<file path="src/ara_cfg.svh">
//////////////////////////////////////////////////////////////////////
// Vector unit configuration
// Lane count, register file size and queue depth
//////////////////////////////////////////////////////////////////////

`ifndef ARA_CFG_SVH
`define ARA_CFG_SVH

// Parallel lanes as a power of two
`define ARA_NR_LANES 4

// Elements held by each lane for one register
`define ARA_ELEMS_PER_LANE 4

// Architectural vector registers
`define ARA_NR_VREGS 8

// Width of one element in bits
`define ARA_ELEM_WIDTH 32

// Instructions buffered in front of each lane
`define ARA_QUEUE_DEPTH 2

`endif
</file>
<file path="src/ara_pkg.sv">
//////////////////////////////////////////////////////////////////////
// Vector unit types shared by the dispatcher, sequencer and lanes
//////////////////////////////////////////////////////////////////////

`include "ara_cfg.svh"

package ara_pkg;

  // One vector element
  typedef logic [`ARA_ELEM_WIDTH-1:0] elem_t;

  // Vector register number
  typedef logic [$clog2(`ARA_NR_VREGS)-1:0] vreg_idx_t;

  // Element index across the whole vector
  typedef logic [$clog2(`ARA_NR_LANES*`ARA_ELEMS_PER_LANE)-1:0] elem_idx_t;

  // One bit per lane
  typedef logic [`ARA_NR_LANES-1:0] lane_mask_t;

  typedef enum logic [2:0] {
    VOP_VID_ADD,
    VOP_VADD,
    VOP_VSUB,
    VOP_VAND,
    VOP_VXOR,
    VOP_VREDSUM
  } vop_e;

  // Request from the scalar core
  typedef struct packed {
    vop_e      op;
    vreg_idx_t vd;
    vreg_idx_t vs1;
    vreg_idx_t vs2;
    elem_t     scalar;
  } acc_req_t;

  // Response to the scalar core that is zero unless a reduction
  typedef struct packed {
    elem_t result;
  } acc_resp_t;

  // Instruction broadcast to every lane
  typedef struct packed {
    vop_e      op;
    vreg_idx_t vd;
    vreg_idx_t vs1;
    vreg_idx_t vs2;
    elem_t     scalar;
  } lane_req_t;

  // Partial sums with one slot per lane
  typedef elem_t [`ARA_NR_LANES-1:0] lane_partial_t;

endpackage

</file>
<file path="src/ara_sequencer.sv">
//////////////////////////////////////////////////////////////////////
// Sequencer broadcasting instructions to the lanes
//////////////////////////////////////////////////////////////////////

`timescale 1ns/1ps

module ara_sequencer (
  input  logic                clk_i,
  input  logic                rst_n_i,
  input  ara_pkg::lane_req_t  ara_req_i,
  input  logic                ara_req_valid_i,
  output logic                ara_req_ready_o,
  output ara_pkg::lane_req_t  lane_req_o,
  output logic                lane_req_valid_o,
  input  ara_pkg::lane_mask_t lane_req_ready_i,
  output ara_pkg::elem_t      red_scalar_o,
  output logic                red_start_o,
  input  ara_pkg::elem_t      red_result_i,
  input  logic                red_result_valid_i,
  output ara_pkg::elem_t      red_result_o,
  output logic                red_result_valid_o
);
  import ara_pkg::*;

  logic all_ready;
  logic is_red;
  logic red_pending_q;

  assign all_ready = &lane_req_ready_i;
  assign is_red    = (ara_req_i.op == VOP_VREDSUM);

  // A second reduction waits until the first one has returned
  assign ara_req_ready_o = all_ready && !(is_red && red_pending_q);

  // Lanes only see valid when all of them take the instruction together
  assign lane_req_o       = ara_req_i;
  assign lane_req_valid_o = ara_req_valid_i && ara_req_ready_o;

  assign red_start_o  = lane_req_valid_o && is_red;
  assign red_scalar_o = ara_req_i.scalar;

  always_ff @(posedge clk_i) begin
    if (!rst_n_i) begin
      red_pending_q      <= 1'b0;
      red_result_valid_o <= 1'b0;
    end else begin
      if (red_start_o) begin
        red_pending_q <= 1'b1;
      end else if (red_result_valid_i) begin
        red_pending_q <= 1'b0;
      end
      red_result_valid_o <= red_result_valid_i;
    end
  end

  always_ff @(posedge clk_i) begin
    if (red_result_valid_i) begin
      red_result_o <= red_result_i;
    end
  end

endmodule

</file>
<file path="config.mk">
export PLATFORM = sky130hd
export DESIGN_NAME = ara_sequencer
export DESIGN_NICKNAME = d
export VERILOG_FILES = /design/src/ara_pkg.sv /design/src/ara_sequencer.sv
export VERILOG_INCLUDE_DIRS = /design/src /design/src/src
export SDC_FILE = /design/constraint.sdc
export NUM_CORES = 1
export LEC_CHECK = 0
export ABC_AREA = 1
export BUFFER_PORTS_ARGS = -buffer_cell sky130_fd_sc_hd__buf_2
export CORE_ASPECT_RATIO = 0.9
export CORE_MARGIN = 2
export CORE_UTILIZATION = 33
export CTS_BUF_LIST = sky130_fd_sc_hd__clkbuf_4 sky130_fd_sc_hd__clkbuf_8 sky130_fd_sc_hd__clkbuf_16
export CTS_CLUSTER_DIAMETER = 30
export CTS_CLUSTER_SIZE = 30
export DETAILED_ROUTE_END_ITERATION = 8
export PLACE_DENSITY = 0.91
export RECOVER_POWER = 50
export SYNTH_ARGS = -nofsm -noshare
export SYNTH_HDL_FRONTEND = slang
export SYNTH_SLANG_ARGS = --single-unit
</file>
<file path="constraint.sdc">
create_clock -name clk_i -period 0.9 [get_ports clk_i]
set_input_delay 0.18 -clock clk_i [delete_from_list [all_inputs] [get_ports clk_i]]
set_output_delay 0.18 -clock clk_i [all_outputs]
set_load 0.01 [all_outputs]
</file>
* Word-level counts from Yosys, hierarchy flattened
Cells that the tools add are included.
** Storage, ports and cells
- Register bits after elaboration :: 34
- Bits of input ports :: 84
- Output and inout port bits :: 112
- Logic and storage cells :: 13
** Cells by class
- Equal/unequal tests :: 1
- Multiplexer cells :: 2
- Reduce and logical (&&, ||, !) cells :: 7
** Operators with widths (number)
- $logic_and A1 B1 Y1 :: 4
- $reduce_and A4 Y1 :: 1
- $eq A3 B3 Y1 const B :: 1
- $mux W1 :: 2
- $reduce_bool A2 Y1 :: 1
- $logic_not A1 Y1 :: 1

* Longest topological paths before layout
Gate-level depths: netlist of the first run.
- Depth after elaboration :: 7
- Gate-level depth with buffers :: 5
- Mapped depth without buffers :: 5

* Least setup slack after synthesis of the first run
No wires, ideal clock.
- Path type :: register -> output
- Start :: reg red_pending_q
- End :: out lane_req_valid_o
- Arrival :: 0.585 ns
- Slack :: 0.135 ns
- Stages on the path, launching flop included :: 4
- Path buffers :: 0
- Cells stage by stage :: dfxtp_1 inv_1 o21ai_1 nor2_1
** On the way
- Longest elaborated chain between the ends :: 4
** Ends and longest elaborated chain
- start, declared :: RTL line ara_sequencer.sv:27 : logic red_pending_q;
- start signal, assigned :: RTL line ara_sequencer.sv:44 : red_pending_q <= 1'b0;
- start signal, assigned :: RTL line ara_sequencer.sv:48 : red_pending_q <= 1'b1;
- start signal, assigned :: RTL line ara_sequencer.sv:50 : red_pending_q <= 1'b0;
- $logic_and A1 B1 Y1 :: RTL line ara_sequencer.sv:33 : assign ara_req_ready_o = all_ready && !(is_red && red_pending_q);
- $logic_not A1 Y1 :: RTL line ara_sequencer.sv:33
- $logic_and A1 B1 Y1 :: RTL line ara_sequencer.sv:33
- $logic_and A1 B1 Y1 :: RTL line ara_sequencer.sv:37 : assign lane_req_valid_o = ara_req_valid_i && ara_req_ready_o;
- end, declared :: RTL line ara_sequencer.sv:14 : output logic lane_req_valid_o,
Every way passes these cells.

* Worst setup path after layout of the first run
- Start :: reg red_pending_q
- End :: out ara_req_ready_o
** On the way
- Longest elaborated chain between the ends :: 3
** Ends and longest elaborated chain
- $logic_and A1 B1 Y1 :: RTL line ara_sequencer.sv:33
- $logic_not A1 Y1 :: RTL line ara_sequencer.sv:33
- $logic_and A1 B1 Y1 :: RTL line ara_sequencer.sv:33
- end, declared :: RTL line ara_sequencer.sv:12 : output logic ara_req_ready_o,
Every way passes these cells.

==> results of run 1 <==
[timing repair]
item | in CTS | in global routing
setup buffers | 0 | 0
pin swaps | 1 | 0
cloned | 0 | 0
gates resized for setup | 3 | 0
endpoints found under the setup margin | 35 | 36
[registers in the layout, indices dropped and copies added (netlist names)]
name and count:
red_result_valid_o 1, red_result_o 32, red_pending_q 1
[report_power, final]
part / switching, uW / total [uW] / internal, uW
sequential: 27.8 / 1890 / 1860
clock: 470 / 1030 / 560
combinational: 173 / 333 / 160
total: 671 / 3250 / 2580
[per-layer routing]
layer	share of wire (%)	wire, um	GRT usage, %
met5	0	0	0
met4	1.7	57	6.82
met3	20	696	10.5
met2	52	1770	21.2
met1	26	885	8.13
[layout make-up]
type	instances	area, sq um
fill	485	3140
sequential	34	1000
timing repair buffer	84	439
tap	65	81.3
clock buffer	6	76.3
multi-input combinational	11	57.6
inverter	7	26.3
clock inverter	2	8.76
[Yosys cell counts]
master	count
o21ai_1	1
buf_4	76
dfxtp_1	2
nand2_1	4
inv_1	7
nor2_2	2
edfxtp_1	32
or2_1	1
a21oi_1	1
nand4_1	1
nor2_1	1
[kinds of logic (layout without fill, tap and decap cells)]
kind of cell	Yosys count	in the layout
AO/OA/AOI/OAI	2	2
flip-flops	34	34
buffers and inverters	83	99
AND/OR/NAND/NOR	9	9
[metrics by stage]
stage	power, uW	area (sq um)	util (%)	instances
final	3250	1690	35.0	209
after global routing	3430	1690	35.0	209
after CTS	3290	1690	35.0	209
after detailed placement	2270	1600	33.2	201
after global placement	2250	1600	33.2	201
after floorplan	2360	1650	-	128
[worst register-to-register path, delay by kind of cell (launching register included)]
family	cells	cell delay, ps
buffers and inverters	2	210
and+or+nand+nor	1	110
AOI/OAI and AO/OA	1	100
DFF	1	320
[how the worst min path moves through the flow]
stage / depth (start not counted) / slack (ps) / endpoint / from
final: 1 / 80 / red_result_o[20] / red_result_i[20]
after global placement: 1 / 360 / red_result_o[30] / red_result_i[30]
after floorplan: 2 / 270 / red_result_valid_o / red_result_valid_i
after global routing: 1 / 60 / red_result_o[20] / red_result_i[20]
after detailed placement: 1 / 360 / red_result_o[26] / red_result_i[26]
after CTS: 1 / 70 / red_result_o[20] / red_result_i[20]
==> results_dict.tcl, run 1 <==
set metrics [dict create \
    slowest_delay_ps 330 \
    synthAdderAreaFrac_pct 0 \
    ios 196 \
    rsz0062_at_grt "yes" \
    peakVddDrop_uv 810 \
    crit_path_end_kind "output port" \
    post-place-ws_ps -162 \
    leakage_uw 0.000774 \
    drtAntennaViolNets 0 \
    path_buf_inv 3 \
    antenna_found_initial 0 \
    muxShareOfSynthArea_pct 0 \
    cts_tree "yes" \
    crit_end "ara_req_ready_o" \
    syn_area_per_cell_sq_um 12.9 \
    syn_nets 212 \
    cp_data_required_time_ps 720 \
    layout_common_cells "80 x buf_2, 32 x edfxtp_1, 6 x inv_1" \
    grt_pass1_wl_mm 4.68 \
    setup_viol 35 \
    path_depth 4 \
    status "finished, violations left" \
    whs_ps 80.6 \
    synth_seq_area_share_pct 60.6 \
    synth_compound_area_share_pct 0.606 \
    period_share_pct 127 \
    viasPerCell 4.01 \
    grt-ovfl-total 0 \
    powerDensity_nw_per_um2 1920 \
    fin_ws_ps -242 \
    vias 838 \
    cts_buffer_depth 2 \
    nNetsFinal 227 \
    io_buffers 81 \
    worstPathArrival_ps 960 \
    synth_top_area_share_pct 58.2 \
    r2r_start "red_pending_q" \
    layout-drive-gt1-share_pct 66.0 \
    finalClockSkew_ps 0 \
    timing.rr.end "red_pending_q" \
    ff2ff_path_depth 4 \
    synth-seq-cells 34 \
    synth_top_area_cell "edfxtp_1" \
    grt_pass1_vias 772 \
    path_max_fanout 3 \
    synth_cell_types 11 \
    setup_tns_ps -2440 \
    firstDrtPassIters 4 \
    dp_hpwl_mm 2.95 \
    min_period_ps 1140 \
    h-tree-depth 2 \
    synth_top_family_by_area "buffers and inverters" \
    crit_family "flip-flops" \
    crit_chain "inv_2 > o21ai_2 > inv_1 > buf_2" \
    startpoint_type "flop" \
    crit_path_top_delay_cell "dfxtp_2" \
    area_growth_pct 2.42 \
    max_cap_violations 0 \
    drcViolationCount 0 \
    gp_congestion 0.634 \
    cts.sinks 34 \
    hold_class "input pin to flop" \
    path_clk_slew_ps 60 \
    violations "setup timing" \
    layout_commonest_cell "buf_2" \
    die_w_um 78.6 \
    cts_buffers 5 \
    synth_area_leaders "edfxtp_1 58%, buf_4 35%, dfxtp_1 2.4%" \
    max_freq_mhz 876 \
    wirelength_mm 3.41 \
    initialDrtViolationCount 26 \
    hold_viol 0 \
    syn_inst 128 \
    grt_max_degree 28 \
    initial_utilization_pct 34.2 \
    syn-cell-area_sq_um 1650 \
    slew_headroom_pct 81.1 \
    hold_buffers 0 \
    synthXorXnorAreaFrac_pct 0 \
    gr-usage-all-layers_pct 11.9 \
    core-area_sq_um 4830 \
    wl_per_cell_um 16.3 \
    critical_path.startpoint "red_pending_q" \
    root_buffer "clkbuf_8" \
    slew_violations 0 \
    clk_latency_ps 270 \
    die_h_um 71.1 \
    die_area_sq_um 5590 \
    synth-simple-area-share_pct 2.65 \
    num_rows 24 \
    r2r_setup_slack_ps 90 \
    diodes 0 \
    worst-slew-pin-transition_ps 284 \
    ys_warn_count 0 \
    criticalPathCategory "flop to output port" \
]
No activity file was read; power rests on OpenSTA's default activity.
==> inputs of run 2 (changes only) <==
--- a/config.mk
+++ b/config.mk
@@ -15,6 +15,7 @@
 export CTS_CLUSTER_DIAMETER = 30
 export CTS_CLUSTER_SIZE = 30
 export DETAILED_ROUTE_END_ITERATION = 8
+export HOLD_SLACK_MARGIN = 0.12
 export PLACE_DENSITY = 0.91
 export RECOVER_POWER = 50
 export SYNTH_ARGS = -nofsm -noshare
==> run 2 against run 1 <==
The flow still finishes with violations (setup timing). Worst setup slack hardly changed. Global-route usage is 2.7 points higher. Maximum frequency hardly changed. Power is 4.6% higher. Critical path depth stayed put. Utilization is 6.8 points higher. Critical path type unchanged. Sequential share of layout area is 9.7 points lower. Sequential power hardly changed. Clock power hardly changed.
==> results_dict.tcl, run 2 (same netlist as run 1, synthesis figures left out) <==
set metrics [dict create \
    cp_data_required_time_ps 720 \
    powerDensity_nw_per_um2 1680 \
    slew_violations 0 \
    reg_top3 "red_result_o (32), red_pending_q (1), red_result_valid_o (1)" \
    hold_viol 0 \
    die_area_sq_um 5590 \
    leakage_uw 0.000912 \
    r2r_setup_slack_ps 90 \
    area_growth_pct 22.4 \
    initialDrtViolationCount 59 \
    fillerInstances 445 \
    slew_headroom_pct 80.6 \
    hold_class "input pin to flop" \
    io_buffers 81 \
    period_share_pct 127 \
    ff2ff_path_depth 4 \
    drtAntennaViolNets 0 \
    startpoint_type "flop" \
    path_max_fanout 3 \
    worst-slew-pin-transition_ps 291 \
    max_freq_mhz 876 \
    crit_path_end_kind "output port" \
    h-tree-depth 2 \
    drcViolationCount 0 \
    cts.sinks 34 \
    gp_congestion 0.634 \
    dp_hpwl_mm 2.95 \
    nNetsFinal 260 \
    crit_end "ara_req_ready_o" \
    layout_commonest_cell "buf_2" \
    worstPathArrival_ps 960 \
    min_period_ps 1140 \
    cts_tree "yes" \
    criticalPathCategory "flop to output port" \
    vias 984 \
    grt_pass1_wl_mm 5.84 \
    num_rows 24 \
    finalClockSkew_ps 0 \
    layout-drive-gt1-share_pct 53.7 \
    diodes 0 \
    wirelength_mm 4.16 \
    grt_pass1_vias 1010 \
    wl_per_cell_um 17.2 \
    antenna_found_initial 0 \
    power_uw 3400 \
    peakVddDrop_uv 827 \
    layout_common_cells "80 x buf_2, 33 x dlygate4sd3_1, 32 x edfxtp_1" \
    ios 196 \
    gr-usage-all-layers_pct 14.6 \
    cts_buffer_depth 2 \
    path_clk_slew_ps 60 \
    status "finished, violations left" \
    core-area_sq_um 4830 \
    initial_utilization_pct 34.2 \
    cts_setup_buffers 0 \
    violations "setup timing" \
    largest_register "red_result_o" \
    fin_ws_ps -242 \
    max_cap_violations 0 \
    whs_ps 221 \
    grt_max_degree 28 \
    viasPerCell 4.07 \
    critical_path.startpoint "red_pending_q" \
    largest_register_ffs 32 \
    timing.rr.end "red_pending_q" \
    clk_latency_ps 270 \
    setup_viol 35 \
    setup_tns_ps -2890 \
    die_h_um 71.1 \
    firstDrtPassIters 4 \
    rsz0062_at_grt "yes" \
    grt-ovfl-total 0 \
    die_w_um 78.6 \
    r2r_start "red_pending_q" \
    root_buffer "clkbuf_8" \
    worstHoldStart "red_result_valid_i" \
    cts_buffers 5 \
]
-- run 2: changes by cell type in the layout (fill, tap and decap cells not counted), sizes merged --
cell,delta
dlygate4sd3,+33
-- run 2: per-stage QoR --
step | cells | cell area, sq um | worst slack, ps | utilization [%]
final | 242 | 2020 | -242 | 41.8
after global routing | 242 | 2020 | -326 | 41.8
after CTS | 242 | 2020 | -259 | 41.8
after detailed placement | 201 | 1600 | -162 | 33.2
after global placement | 201 | 1600 | -134 | 33.2
after floorplan | 128 | 1650 | 135 | -
-- run 2: worst max-delay path, stage by stage (launching register included) --
cell	delay, ps
dfxtp_2	330
inv_2	40
o21ai_2	130
inv_1	50
buf_2	130
-- run 2: per-layer routing --
| metal | wire length [um] | GRT usage [%] | part of all wire [%] | vias up |
|---|---|---|---|---|
| li1 | - | - | - | 434 |
| met2 | 2130 | 26.5 | 51 | 121 |
| met4 | 57 | 6.82 | 1.4 | 0 |
| met5 | 0 | 0 | 0 | - |
| met3 | 692 | 10.5 | 17 | 6 |
| met1 | 1280 | 11.6 | 31 | 423 |
-- run 2: repair_timing --
item,CTS,global route
cloned,0,0
hold buffers,33,0
endpoints found under the hold margin,34,0
endpoints found under the setup margin,35,36
pin swaps,1,0
resized for setup,3,0
-- run 2: worst min path at each step --
stage	end	slack (ps)	cells past startpoint
6_report	red_result_valid_o	220	3
5_1_grt	red_result_valid_o	230	3
4_1_cts	red_result_valid_o	170	3
3_5_place_dp	red_result_o[26]	360	1
3_3_place_gp	red_result_o[30]	360	1
2_1_floorplan	red_result_valid_o	270	2
-- run 2: cell type report --
| cell class | instances | area, sq um | share of cell area [%] |
|---|---|---|---|
| flip-flops and latches | 34 | 1000 | 49.6 |
| repair buffers | 117 | 769 | 38.1 |
| well taps | 65 | 81.3 | 4.02 |
| clock buffers | 6 | 76.3 | 3.77 |
| multi-input cells | 11 | 57.6 | 2.85 |
| inverters | 7 | 26.3 | 1.30 |
| clock inverters | 2 | 8.76 | 0.433 |
-- run 2: where the power goes --
part           total, uW  switching, uW  leakage [uW]  internal (uW)
clock               1050            490     0.0000460            560
combinational        458            204      0.000536            254
sequential          1900           33.5      0.000330           1860
total               3400            727      0.000912           2680
==> inputs of run 3 (changes only) <==
==> constraint.sdc (replaced) <==
create_clock -name clk_i -period 0.9 [get_ports clk_i]
set_input_delay 0.09 -clock clk_i [delete_from_list [all_inputs] [get_ports clk_i]]
set_output_delay 0.09 -clock clk_i [all_outputs]
set_load 0.01 [all_outputs]
==> run 3 against run 2 <==
The flow still finishes with violations (setup timing). Critical path depth unchanged. Routed wire length increased by 2.1%. Worst setup slack improved by 77 ps. Die area unchanged. Combinational power about the same. Clock power about the same. Design area increased by 0.19%. Sequential share of layout area decreased by 0.092 points. Highest routed layer unchanged.
==> results_dict.tcl, run 3 (same netlist as run 1, synthesis figures left out) <==
set metrics [dict create \
    status "finished, violations left" \
    violations "setup timing" \
    max_freq_mhz 939 \
    worst-slew-pin-transition_ps 189 \
    grt_pass1_wl_mm 5.81 \
    placed_cells 199 \
    fin_ws_ps -165 \
    cp_data_required_time_ps 810 \
    initial_utilization_pct 34.2 \
    reg_top3 "red_result_o (32), red_pending_q (1), red_result_valid_o (1)" \
    path_buf_inv 3 \
    drtAntennaViolNets 0 \
    final_cells 241 \
    initialDrtViolationCount 57 \
    crit_path_end_kind "output port" \
    setup_viol 6 \
    ios 196 \
    period_share_pct 118 \
    cts_buffer_depth 2 \
    crit_path_top_delay_cell "dfxtp_2" \
    core-area_sq_um 4830 \
    grt_pass1_vias 999 \
    cts_tree "yes" \
    wl_met3_um 756 \
    gp_congestion 0.644 \
    gr-usage-all-layers_pct 14.5 \
    startpoint_type "flop" \
    criticalPathCategory "flop to output port" \
    hold_class "input pin to flop" \
    cts_buffers 5 \
    drcViolationCount 0 \
    firstDrtPassIters 3 \
    layout-drive-gt1-share_pct 54.5 \
    layout_common_cells "80 x buf_2, 33 x dlygate4sd3_1, 32 x edfxtp_1" \
    peakVddDrop_uv 633 \
    cts.sinks 34 \
    rsz0062_at_grt "yes" \
    hold_viol 0 \
    powerDensity_nw_per_um2 1680 \
    die_area_sq_um 5590 \
    antenna_found_initial 0 \
    nNetsFinal 259 \
    h-tree-depth 2 \
    slew_headroom_pct 87.4 \
    wl_per_cell_um 17.6 \
    slew_violations 0 \
    worstPathArrival_ps 980 \
    path_clk_slew_ps 60 \
    slowest_delay_ps 320 \
    dr.max_layer_used "met4" \
    grt_max_degree 28 \
    layout_commonest_cell "buf_2" \
    vias 989 \
    num_rows 24 \
    max_cap_violations 0 \
    die_h_um 71.1 \
    finalClockSkew_ps 0 \
    viasPerCell 4.10 \
    largest_register_ffs 32 \
    crit_chain "inv_2 > nand4_1 > inv_1 > buf_2" \
    path_max_fanout 3 \
    crit_family "flip-flops" \
    area_growth_pct 22.7 \
    power_uw 3400 \
    largest_register "red_result_o" \
    met2_length_mm 2.15 \
    clk_latency_ps 270 \
    leakage_uw 0.000911 \
    wl_met1_mm 1.23 \
    diodes 0 \
    die_w_um 78.6 \
    grt-ovfl-total 0 \
    wirelength_mm 4.25 \
    dp_hpwl_mm 2.92 \
    io_buffers 81 \
    root_buffer "clkbuf_8" \
    min_period_ps 1070 \
]
[run 3: changes by cell type in the layout (fill, tap and decap cells not counted)]
cell,previous run,this run
buf_4,2,1
a21oi_1,1,0
a21oi_2,0,1
clkbuf_1,1,0
buf_6,0,1
[run 3: final timing paths]
| kind | slack [ps] | start | endpoint | depth (start not counted) |
|---|---|---|---|---|
| worst min register to register | 590 | red_pending_q | red_pending_q | 3 |
| worst max register to register | 60 | red_pending_q | red_pending_q | 4 |
| worst min-delay path | 120 | red_result_valid_i | red_result_valid_o | 3 |
| worst max-delay path | -170 | red_pending_q | red_start_o | 4 |
[run 3: worst min-delay path: cells and delay by family]
kind / cells / cell delay [ps]
buf+inv: 2 / 190
simple gates: 1 / 70
[run 3: metrics by stage]
stage	worst slack, ps	area (sq um)	hold WS, ps	utilization (%)	TNS (ps)
6_report	-165	2030	125	41.9	-470
5_1_grt	-223	2030	147	41.9	-989
4_1_cts	-172	2010	128	41.5	-498
3_5_place_dp	43.1	1590	180	32.8	0
3_3_place_gp	40.2	1590	180	32.8	0
2_1_floorplan	194	1650	183	-	0
[run 3: final cells by class]
type | count | area, sq um
clock buffer | 6 | 76.3
inverter | 7 | 26.3
clock inverter | 2 | 8.76
multi-input combinational | 11 | 61.3
fill | 428 | 2810
timing repair buffer | 116 | 769
sequential | 34 | 1000
tap | 65 | 81.3
[run 3: metal layers]
metal	up-vias	global-route usage, %
li1	430	-
met1	431	11.4
met2	117	25.9
met3	11	10.2
met4	0	7.80
met5	-	0
[run 3: power by group]
part | total (uW) | switching (uW) | internal, uW
Sequential | 1900 | 34.3 | 1860
Combinational | 459 | 206 | 253
Clock | 1050 | 485 | 560
[run 3: repair_timing]
| item | 4_1_cts | 5_1_grt |
|---|---|---|
| pin swaps | 2 | 1 |
| buffers inserted | 0 | 1 |
| resized for setup | 3 | 2 |
| hold buffers | 33 | 0 |
| gates cloned | 0 | 0 |
| hold endpoints to repair | 34 | 0 |
| setup endpoints to repair | 7 | 25 |
